`src/rtl/video_timing_pkg.sv`:
```
// Shared definitions for the 640x480 at 60 Hz raster timing generator
// Holds the mode constants, the derived counter limits and the common types
package video_timing_pkg;

  // ===================================================================
  // Types
  // ===================================================================

  // Horizontal or vertical position, wide enough for any counter limit
  typedef logic [11:0] coord_t;

  // Input colour with one nibble per channel, sampled every pixel clock
  typedef struct packed {
    logic [3:0] r;
    logic [3:0] g;
    logic [3:0] b;
  } rgb444_t;

  // Output colour with one byte per channel
  typedef struct packed {
    logic [7:0] r;
    logic [7:0] g;
    logic [7:0] b;
  } rgb888_t;

  // Horizontal state handed to the pixel stage
  // The edge flag marks the first and the last active pixel of a line
  typedef struct packed {
    logic act;
    logic edge_flag;
  } h_state_t;

  // Vertical state handed to the pixel stage
  // The edge flag stays up for the whole first and last active line
  typedef struct packed {
    logic act;
    logic edge_flag;
  } v_state_t;

  // ===================================================================
  // Mode constants for 640x480 at 60 Hz, 25.175 MHz pixel clock
  // ===================================================================

  localparam coord_t H_DISPLAY = 12'd640;
  localparam coord_t H_FP      = 12'd16;
  localparam coord_t H_PULSE   = 12'd96;
  localparam coord_t H_BP      = 12'd48;

  localparam coord_t V_DISPLAY = 12'd480;
  localparam coord_t V_FP      = 12'd10;
  localparam coord_t V_PULSE   = 12'd2;
  localparam coord_t V_BP      = 12'd33;

  // Clocks between the horizontal active flag and data enable at the pins
  localparam coord_t H_PIPE    = 12'd2;

  // ===================================================================
  // Derived counter limits
  // ===================================================================

  // Last horizontal count of a line, 799
  localparam coord_t H_TOTAL = H_DISPLAY + H_FP + H_PULSE + H_BP - 12'd1;
  // Last count with hsync low, 95
  localparam coord_t H_SYNC  = H_PULSE - 12'd1;
  // Count at which the active flag is set, pulled early to cover the pipeline
  localparam coord_t H_START = H_PULSE + H_BP - 12'd1 - H_PIPE;
  // Count at which the active flag is cleared, 781
  localparam coord_t H_END   = H_START + H_DISPLAY;

  // Last line of a frame, 524
  localparam coord_t V_TOTAL = V_DISPLAY + V_FP + V_PULSE + V_BP - 12'd1;
  // Last line of the vsync pulse counted from zero, 1
  localparam coord_t V_SYNC  = V_PULSE - 12'd1;
  // Line at whose end the vertical active flag is set, 34
  localparam coord_t V_START = V_PULSE + V_BP - 12'd1;
  // Line at whose end the vertical active flag is cleared, 514
  localparam coord_t V_END   = V_START + V_DISPLAY;

endpackage

```
`src/rtl/line_timer.sv`:
```
// Horizontal timer for the raster generator
// Counts pixels in a line and makes hsync, the active window and the line-end strobe
`timescale 1ns/100ps

module line_timer import video_timing_pkg::*;
(
  input  logic     clk,
  input  logic     reset_n,
  output logic     hsync,
  output h_state_t h_state,
  output logic     line_end
);

  // ===================================================================
  // Counter and decodes
  // ===================================================================

  coord_t h_count;
  logic   h_act;
  // Active flag one clock late, used to find its rising edge
  logic   h_act_d;
  logic   sync_done;
  logic   act_start;
  logic   act_last;

  // Strobe on the final pixel of every line
  assign line_end  = (h_count == H_TOTAL);

  // High from the end of the sync pulse onwards
  assign sync_done = (h_count >= H_SYNC);
  assign act_start = (h_count == H_START);

  // The count sits on H_END during the last active pixel, as the flag
  // only drops on the following clock
  assign act_last  = (h_count == H_END);

  // ===================================================================
  // Registers
  // ===================================================================

  always_ff @(posedge clk or negedge reset_n)
  begin
    if (!reset_n)
    begin
      h_count <= '0;
      hsync   <= 1'b1;
      h_act   <= 1'b0;
      h_act_d <= 1'b0;
    end
    else
    begin
      h_act_d <= h_act;

      if (line_end)
        h_count <= '0;
      else
        h_count <= h_count + 12'd1;

      // Low while the count runs 0 to H_SYNC, registered so it has no glitches
      hsync <= sync_done && !line_end;

      if (act_start)
        h_act <= 1'b1;
      else if (act_last)
        h_act <= 1'b0;
    end
  end

  // First active pixel shows as the new flag against the delayed one
  assign h_state = '{act: h_act, edge_flag: (h_act && !h_act_d) || act_last};

  // ===================================================================
  // Checks
  // ===================================================================

  // The sync pulse must end within its nominal width
  a_hsync_width: assert property (
    @(posedge clk) disable iff (!reset_n)
    $fell(hsync) |-> ##[1:H_PULSE] hsync
  ) else $error("hsync held low longer than the pulse width");

endmodule

```
`src/rtl/frame_timer.sv`:
```
// Vertical timer for the raster generator
// Counts lines on the line-end strobe and makes vsync and the vertical window
`timescale 1ns/100ps

module frame_timer import video_timing_pkg::*;
(
  input  logic     clk,
  input  logic     reset_n,
  input  logic     line_end,
  output logic     vsync,
  output v_state_t v_state
);

  // ===================================================================
  // Counter and decodes
  // ===================================================================

  coord_t v_count;
  logic   v_act;
  // Vertical active flag from the previous line
  logic   v_act_d;
  logic   frame_end;
  logic   sync_done;
  logic   act_start;
  logic   act_last;

  // Last line of the frame
  assign frame_end = (v_count == V_TOTAL);

  // From line V_SYNC onwards the pulse is over at the next line boundary
  assign sync_done = (v_count >= V_SYNC);
  assign act_start = (v_count == V_START);

  // Whole line V_END is still active, the flag drops at its end
  assign act_last  = (v_count == V_END);

  // ===================================================================
  // Registers
  // ===================================================================

  // Everything here moves only on the final pixel of a line, so vertical
  // changes land on the same clock as the wrap of the horizontal count
  always_ff @(posedge clk or negedge reset_n)
  begin
    if (!reset_n)
    begin
      v_count <= '0;
      vsync   <= 1'b1;
      v_act   <= 1'b0;
      v_act_d <= 1'b0;
    end
    else if (line_end)
    begin
      v_act_d <= v_act;

      if (frame_end)
        v_count <= '0;
      else
        v_count <= v_count + 12'd1;

      // Low during lines 0 and 1 of each frame
      vsync <= sync_done && !frame_end;

      if (act_start)
        v_act <= 1'b1;
      else if (act_last)
        v_act <= 1'b0;
    end
  end

  // ===================================================================
  // Outputs
  // ===================================================================

  // The first active line is the only one where the flag is new against
  // the previous line; the last one comes from the count match
  assign v_state = '{act: v_act, edge_flag: (v_act && !v_act_d) || act_last};

  // ===================================================================
  // Checks
  // ===================================================================

  // Line count may only move right after a line-end strobe, and that
  // strobe lasts a single clock so one line never counts twice
  a_count_on_line_end: assert property (
    @(posedge clk) disable iff (!reset_n)
    $changed(v_count) |-> $past(line_end) && !line_end
  ) else $error("line count changed without a single-cycle line-end strobe");

endmodule

```
`src/rtl/pixel_mux.sv`:
```
// Pixel stage of the raster generator
// Delays the window into data enable, draws the border and widens the colour
`timescale 1ns/100ps

module pixel_mux import video_timing_pkg::*;
(
  input  logic     clk,
  input  logic     reset_n,
  input  h_state_t h_state,
  input  v_state_t v_state,
  input  rgb444_t  pixel_in,
  output logic     de,
  output rgb888_t  pixel_out
);

  // ===================================================================
  // Colour expansion
  // ===================================================================

  // First stage of data enable
  logic    de_pre;
  // Set one clock after any edge flag, lines up with de_pre
  logic    border;
  rgb888_t expanded;

  // Repeating each nibble maps 4'hF to 8'hFF and 4'h0 to 8'h00 exactly
  assign expanded.r = {pixel_in.r, pixel_in.r};
  assign expanded.g = {pixel_in.g, pixel_in.g};
  assign expanded.b = {pixel_in.b, pixel_in.b};

  // ===================================================================
  // Pipeline
  // ===================================================================

  always_ff @(posedge clk or negedge reset_n)
  begin
    if (!reset_n)
    begin
      de_pre    <= 1'b0;
      de        <= 1'b0;
      border    <= 1'b0;
      pixel_out <= '0;
    end
    else
    begin
      // Two clocks from the window flags to the pin
      de_pre <= h_state.act && v_state.act;
      de     <= de_pre;

      // Outside the window this also fires, de masks it there
      border <= h_state.edge_flag || v_state.edge_flag;

      // Colour takes one clock, the border decision two, both meet with de
      if (border)
        pixel_out <= '1;
      else
        pixel_out <= expanded;
    end
  end

  // ===================================================================
  // Checks
  // ===================================================================

  // Every de pulse opens on a border pixel, so the timers and this stage
  // must agree on the alignment of the edge flags
  a_de_starts_on_border: assert property (
    @(posedge clk) disable iff (!reset_n)
    $rose(de) |-> $past(border)
  ) else $error("data enable rose without a border pixel");

endmodule

```
`src/rtl/video_timing_top.sv`:
```
// Top level of the 640x480 at 60 Hz raster timing generator
// Connects the line timer, the frame timer and the pixel stage
`timescale 1ns/100ps

module video_timing_top import video_timing_pkg::*;
(
  input  logic    clk,
  input  logic    reset_n,
  input  rgb444_t pixel_in,
  output logic    hsync,
  output logic    vsync,
  output logic    de,
  output rgb888_t pixel_out
);

  // ===================================================================
  // Internal nets
  // ===================================================================

  h_state_t h_state;
  v_state_t v_state;
  // One clock per line, advances the frame timer
  logic     line_end;

  // Horizontal timing, also the source of hsync
  line_timer u_line_timer (
    .clk      (clk),
    .reset_n  (reset_n),
    .hsync    (hsync),
    .h_state  (h_state),
    .line_end (line_end)
  );

  // Vertical timing, steps once per line
  frame_timer u_frame_timer (
    .clk      (clk),
    .reset_n  (reset_n),
    .line_end (line_end),
    .vsync    (vsync),
    .v_state  (v_state)
  );

  // Data enable and colour, two clocks behind the timers
  pixel_mux u_pixel_mux (
    .clk       (clk),
    .reset_n   (reset_n),
    .h_state   (h_state),
    .v_state   (v_state),
    .pixel_in  (pixel_in),
    .de        (de),
    .pixel_out (pixel_out)
  );

endmodule

```
`config.mk`:
```
export PLATFORM = sky130hd
export DESIGN_NAME = video_timing_top
export DESIGN_NICKNAME = d
export VERILOG_FILES = /design/src/rtl/video_timing_pkg.sv /design/src/rtl/line_timer.sv /design/src/rtl/frame_timer.sv /design/src/rtl/pixel_mux.sv /design/src/rtl/video_timing_top.sv
export SDC_FILE = /design/constraint.sdc
export NUM_CORES = 1
export LEC_CHECK = 0
export BUFFER_PORTS_ARGS = -buffer_cell sky130_fd_sc_hd__clkbuf_2
export CORE_UTILIZATION = 54
export CTS_CLUSTER_DIAMETER = 30
export DETAILED_ROUTE_END_ITERATION = 10
export GPL_ROUTABILITY_DRIVEN = 0
export PLACE_DENSITY = 0.78
export SLEW_MARGIN = 25
export SYNTH_ARGS = -nofsm -noshare
export SYNTH_HDL_FRONTEND = slang
export SYNTH_SLANG_ARGS = --single-unit
export TNS_END_PERCENT = 50
```
`constraint.sdc`:
```
create_clock -name clk -period 2.2 [get_ports clk]
set_clock_uncertainty 0.2 [all_clocks]
set_input_delay 0.33 -clock clk [delete_from_list [all_inputs] [get_ports clk]]
set_output_delay 0.33 -clock clk [all_outputs]
set_load 0.1 [all_outputs]
```
==> impl_metrics.yaml, run 1 <==
sta:
  layout_setup_ws_ns: 0.130
  max_slew_margin_pct: 63.3
  min_period_ns: 2.07
  slew_violations: 0
  fin_tns_setup_ns: 0
  tightest_slew_ns: 0.550
  fmax_mhz: 483
  finalSetupViolCount: 0
  finalCritPeriodShare_pct: 94.1
  fin_hold_ws_ns: 0.0110
  rsz0062_at_grt: "false"
  hold_viol_final: 0
critical_path:
  worst-path-max-fanout: 15
  cp_num_buf_inv: 0
  r2r_setup_slack_ns: 0.13
  worstSetupEndpointType: "flip-flop"
  required_ns: 2.19
  cp_cell_sequence: "ha_1 > and4_1 > and4_4 > mux2_2"
  timing.rr.start: "u_line_timer.h_count[0]"
  cp.depth: 4
  r2r_end: "u_frame_timer.v_act_d"
  critPathArrivalTime_ns: 2.06
  startpoint_type: "flip-flop"
  critical_path_class: "reg -> reg"
  crit_family: "simple AND/OR/NAND/NOR gates"
  reg2regPathDepth: 4
  crit_slowest_cell: "dfrtp_1"
  worst_path_largest_cell_delay_ns: 0.43
hold_path:
  min_path_cells: 2
  hp-start: "pixel_in[8]"
  hold_end: "u_pixel_mux.pixel_out[20]"
  min_path_type: "in -> reg"
clock_network:
  cts_made_buffers: 5
  root_buffer: "clkbuf_8"
  clockBufferDepth: 2
  clkTransAtPathRegs_ns: 0.09
  cts_tree: "done"
  cts_resized: 0
  cts_max_level: 2
  cts_sinks: 45
  clkLatencyLatePin_ns: 0.30
yosys:
  yosysSeqAreaShare_pct: 52.3
  ys.flop_type: "dfrtp_1"
  synthCells: 196
  synth_seq_cells: 45
  synth-edff-count: 0
  syn_area_um2: 2160
  synth.distinct_cells: 43
  synth.net_count: 216
  yosysWarnings: 0
  syn_avg_cell_area_um2: 11.0
  synth-async-reset-ratio_pct: 100
detailed_routing:
  drtPass1Iterations: 4
  detail-route-antenna-nets: 0
  avgRoutedWirePerCell_um: 12.9
  drcViolationCount: 0
  via_per_inst: 5.35
  drtIter0Drc: 58
  wl_um: 3600
  vias: 1488
global_route:
  grt_max_degree: 46
  grtUsageTotal_pct: 19.5
  grt_antenna_before_repair: 0
  grt_pass1_vias: 1411
  grt_overflow_total: 0
  grt_pass1_wl_um: 6150
placed_design:
  portBuffers: 40
  dpl.hpwl_um: 2380
  dp_slack_ns: 0.135
finish:
  layout-drive-gt1-share_pct: 33.5
  diodes: 0
  seq_area_um2: 1130
  fin_util_pct: 65.2
  multi_input_area_um2: 827
  final.fill_count: 296
  syn_to_final_growth_pct: 13.2
  nets: 249
floorplanning:
  rows: 22
  ioPinCount: 41
  dieArea_um2: 4250
  die_width_um: 65.2
  die_h_um: 65.2
  core-area_um2: 3740
  initial_core_util_pct: 57.6
power:
  powerDensity_nw_per_um2: 744
  vdd_ir_drop_max_v: 0.000339
  power_leakage_uw: 0.00121
flow_run:
  drv_cap: 0
status:
  outcome: "completed"
[cell type report]
class                      instances  area share (%)
clock inverter                     3            2.82
sequential                        45            46.2
timing repair buffer              46            10.1
multi-input combinational        120            33.9
tap                               48            2.46
inverter                          11            1.69
clock buffer                       5            2.82
[state kept, by name, summed over array words and instances, names as in the netlist]
register,flops
u_line_timer.hsync,1
u_frame_timer.v_count,12
u_pixel_mux.border,1
u_line_timer.h_count,12
u_pixel_mux.de,1
u_frame_timer.v_act,1
u_frame_timer.vsync,1
u_pixel_mux.pixel_out,12
u_line_timer.h_act,1
u_pixel_mux.de_pre,1
u_line_timer.h_act_d,1
u_frame_timer.v_act_d,1
[how the worst max path moves through the flow]
| stage | start | slack [ns] | endpoint |
|---|---|---|---|
| 3_5_place_dp | u_line_timer.h_count[0] | 0.13 | u_frame_timer.v_act_d |
| 5_1_grt | u_line_timer.h_count[0] | 0.04 | u_frame_timer.v_act |
| 2_1_floorplan | u_line_timer.h_count[0] | 0.33 | u_frame_timer.v_count[2] |
| 6_report | u_line_timer.h_count[0] | 0.13 | u_frame_timer.v_act_d |
| 4_1_cts | u_line_timer.h_count[0] | 0.1 | u_frame_timer.v_act_d |
| 3_3_place_gp | u_line_timer.h_count[0] | 0.21 | u_frame_timer.v_act_d |
[cells in the final DEF, fill, tap and decap left out, types with 2 or more instances in the layout]
cell type,Yosys,layout
xnor2_1,11,11
nor3b_1,2,2
and4_1,3,3
clkbuf_2,0,40
a21oi_1,3,3
nor2_1,12,12
buf_4,12,5
nand2_1,11,11
dfrtp_1,43,43
dfstp_2,2,2
ha_1,6,6
nand3_2,4,4
and3_1,5,5
clkbuf_8,0,5
nand4_1,4,4
bufinv_16,0,2
a31oi_1,4,4
o2bb2ai_1,2,2
a41oi_1,2,2
inv_1,11,11
and2_1,2,2
nor4_1,3,3
nand3_1,8,8
or2_2,13,13
o21ai_0,4,4
nor3_1,3,3
xor2_1,4,4
[cells in the mapped netlist (2+ instances only)]
master,n,area (um^2)
a21oi_1,3,15.0
a31oi_1,4,25.0
a41oi_1,2,17.5
and2_1,2,12.5
and3_1,5,31.3
and4_1,3,26.3
buf_2,4,20.0
buf_4,12,90.1
dfrtp_1,43,1080
dfstp_2,2,52.6
ha_1,6,75.1
inv_1,11,41.3
nand2_1,11,41.3
nand3_1,8,40.0
nand3_2,4,40.0
nand4_1,4,25.0
nor2_1,12,45.0
nor3_1,3,15.0
nor3b_1,2,15.0
nor4_1,3,18.8
o21ai_0,4,20.0
o2bb2ai_1,2,17.5
or2_2,13,81.3
xnor2_1,11,96.3
xor2_1,4,35.0
[per-layer routing]
| layer | global-route usage [%] | vias to the layer above | routed length (um) |
|---|---|---|---|
| met5 | 0 | - | 0 |
| met4 | 10.9 | 0 | 72 |
| met3 | 5.38 | 5 | 205 |
| met2 | 30.7 | 48 | 1600 |
| met1 | 24.1 | 713 | 1720 |
| li1 | - | 722 | - |
[power breakdown]
group	switching, uW	internal (uW)
clock network	287	457
logic	198	31.3
registers	4.93	838
total	490	1330
[timing repair]
item / 4_1_cts / 5_1_grt
buffers inserted: 0 / 2
hold buffers: 1 / 0
endpoints found under the hold margin: 43 / 0
setup endpoints to repair: 0 / 2
[cell families (layout without fill, tap and decap cells)]
| kind of cell | Yosys count | in the layout | share of synthesized area [%] |
|---|---|---|---|
| DFF | 45 | 45 | 52.3 |
| xor gates and xnor gates | 15 | 15 | 6.09 |
| buffers and inverters | 31 | 65 | 9.34 |
| and+or+nand+nor | 77 | 77 | 21.1 |
| adders and majority gates | 6 | 6 | 3.48 |
| AOI/OAI and AO/OA | 20 | 20 | 6.73 |
| muxes | 2 | 2 | 0.986 |
[metrics by stage]
step           cell area (um^2)  power, uW  std cells
6_report                   2440       1820        278
5_1_grt                    2440       1870        278
4_1_cts                    2430       1840        276
3_5_place_dp               2280       1090        267
3_3_place_gp               2280       1090        267
2_1_floorplan              2160       1050        196
Note: power is estimated with default switching activity, not from simulation.
==> inputs of run 2 (changes only) <==
- CORE_UTILIZATION: 54 -> 59
- PLACE_DENSITY: 0.78 -> 0.84
- clock period: 2.2 -> 2.5 ns (I/O delays scaled with it)
==> impl_metrics.yaml, run 2 (synthesis results as in run 1) <==
critical_path:
  worstSetupEndpointType: "flip-flop"
  worst-path-max-fanout: 27
  required_ns: 2.54
  cp_cell_sequence: "ha_1 > and4_1 > and4_4 > mux2_2"
  crit_slowest_cell: "and4_4"
  timing.rr.start: "u_line_timer.h_count[0]"
  critical_path_class: "reg -> reg"
  worst_path_largest_cell_delay_ns: 0.48
  cp-startpoint: "u_line_timer.h_count[0]"
  startpoint_type: "flip-flop"
  critPathArrivalTime_ns: 2.21
sta:
  fmax_mhz: 462
  max_slew_margin_pct: 62.8
  slew_violations: 0
  layout_setup_ws_ns: 0.334
  min_period_ns: 2.17
  finalSetupViolCount: 0
  rsz0062_at_grt: "false"
  finalCritPeriodShare_pct: 86.6
  hold_viol_final: 0
  fin_tns_setup_ns: 0
  tightest_slew_ns: 0.561
detailed_routing:
  drtIter0Drc: 84
  wl_um: 3710
  detail-route-antenna-nets: 0
  avgRoutedWirePerCell_um: 13.2
  via_per_inst: 5.40
  vias: 1513
  drcViolationCount: 0
  drtPass1Iterations: 4
floorplanning:
  ioPinCount: 41
  rows: 21
  dieArea_um2: 3900
  initial_core_util_pct: 63.2
  core-area_um2: 3420
  die_h_um: 62.5
  die_width_um: 62.5
global_route:
  busiest_layer: "met2"
  grt_pass1_wl_um: 5920
  grtUsageMet1_pct: 23.1
  grt_pass1_vias: 1363
  met3_usage_pct: 4.56
  grt_use_met2_pct: 34.1
  grt_overflow_total: 0
  grt_antenna_before_repair: 0
  grt_max_degree: 28
  grtUsageTotal_pct: 19.4
power:
  powerDensity_nw_per_um2: 568
  power_leakage_uw: 0.00120
  power_uw: 1390
  vdd_ir_drop_max_v: 0.000316
clock_network:
  cts_made_buffers: 5
  cts_sinks: 45
  cts_max_level: 2
  clkTransAtPathRegs_ns: 0.12
  clockBufferDepth: 2
  root_buffer: "clkbuf_4"
  clkLatencyLatePin_ns: 0.34
  cts_tree: "done"
finish:
  layout-drive-gt1-share_pct: 30.8
  diodes: 0
  final_cells: 280
  layout_commonest_cell: "dfrtp_1"
  layout_common_cells: "43 x dfrtp_1, 40 x clkbuf_2, 13 x or2_2, 12 x nor2_1"
  syn_to_final_growth_pct: 13.2
  nets: 253
  fin_util_pct: 71.5
  reg_top3: "u_frame_timer.v_count: 12 flops, u_line_timer.h_count: 12 flops, u_pixel_mux.pixel_out: 12 flops"
status:
  outcome: "completed"
placed_design:
  dpl.hpwl_um: 2480
  dp_slack_ns: 0.379
  portBuffers: 40
  place_inst: 263
hold_path:
  min_path_type: "in -> reg"
  hp-start: "pixel_in[11]"
flow_run:
  drv_cap: 0
==> run 2: changes by cell type in the layout (fill, tap and decap cells not counted), sizes merged <==
cell and delta:
inv -1, dlygate4sd3 +8, clkbuf +1, buf -4, bufinv -1, clkinv +1
==> run 2: power by group <==
group / internal, uW / switching, uW
clock: 210 / 218
combinational: 37.7 / 178
sequential: 738 / 5.39
total: 985 / 402
==> run 2: final cells by class <==
cell class	count	area [um^2]
Inverter	11	41.3
Clock inverter	2	35.0
Clock buffer	6	41.3
Sequential cell	45	1130
Fill cell	234	975
Tap cell	46	57.6
Multi-Input combinational cell	120	827
Timing Repair Buffer	50	310
==> run 2: path summary, 6_finish.rpt <==
check / end / slack [ns] / cells past startpoint
worst max-delay path: u_frame_timer.v_act_d / 0.33 / 4
min in group asynchronous: u_pixel_mux.pixel_out[5] / 0.31 / 2
worst min register to register: u_pixel_mux.de / 0.16 / 0
max in group asynchronous: u_frame_timer.vsync / 1.20 / 3
worst min-delay path: u_pixel_mux.pixel_out[19] / 0.03 / 2
worst max register to register: u_frame_timer.v_act_d / 0.33 / 4
==> run 2: stage by stage <==
stage	hold WS, ns	instance area (um^2)
after global routing	0.00424	2440
after global placement	0.132	2270
after detailed placement	0.154	2270
after CTS	0.0109	2410
after floorplan	-0.121	2160
final	0.0288	2440
==> run 2: worst max-delay path, delay by kind of cell, from the launching register on <==
| kind | cells | cell delay, ns |
|---|---|---|
| flip-flops | 1 | 0.43 |
| adder cells (fa/ha/maj) | 1 | 0.23 |
| AND/OR/NAND/NOR | 2 | 0.83 |
| multiplexers | 1 | 0.37 |
==> run 2: layer usage <==
metal	wire [um]	part of all wire, %	vias up
met5	0	0	-
met4	25	0.67	0
met3	199	5.4	2
met2	1820	49	56
met1	1660	45	723
li1	-	-	732
==> run 2: repair_timing <==
action / in CTS / in global routing
endpoints found under the hold margin: 24 / 3
setup buffers: 0 / 0
hold buffers: 6 / 3
gates resized for setup: 0 / 0
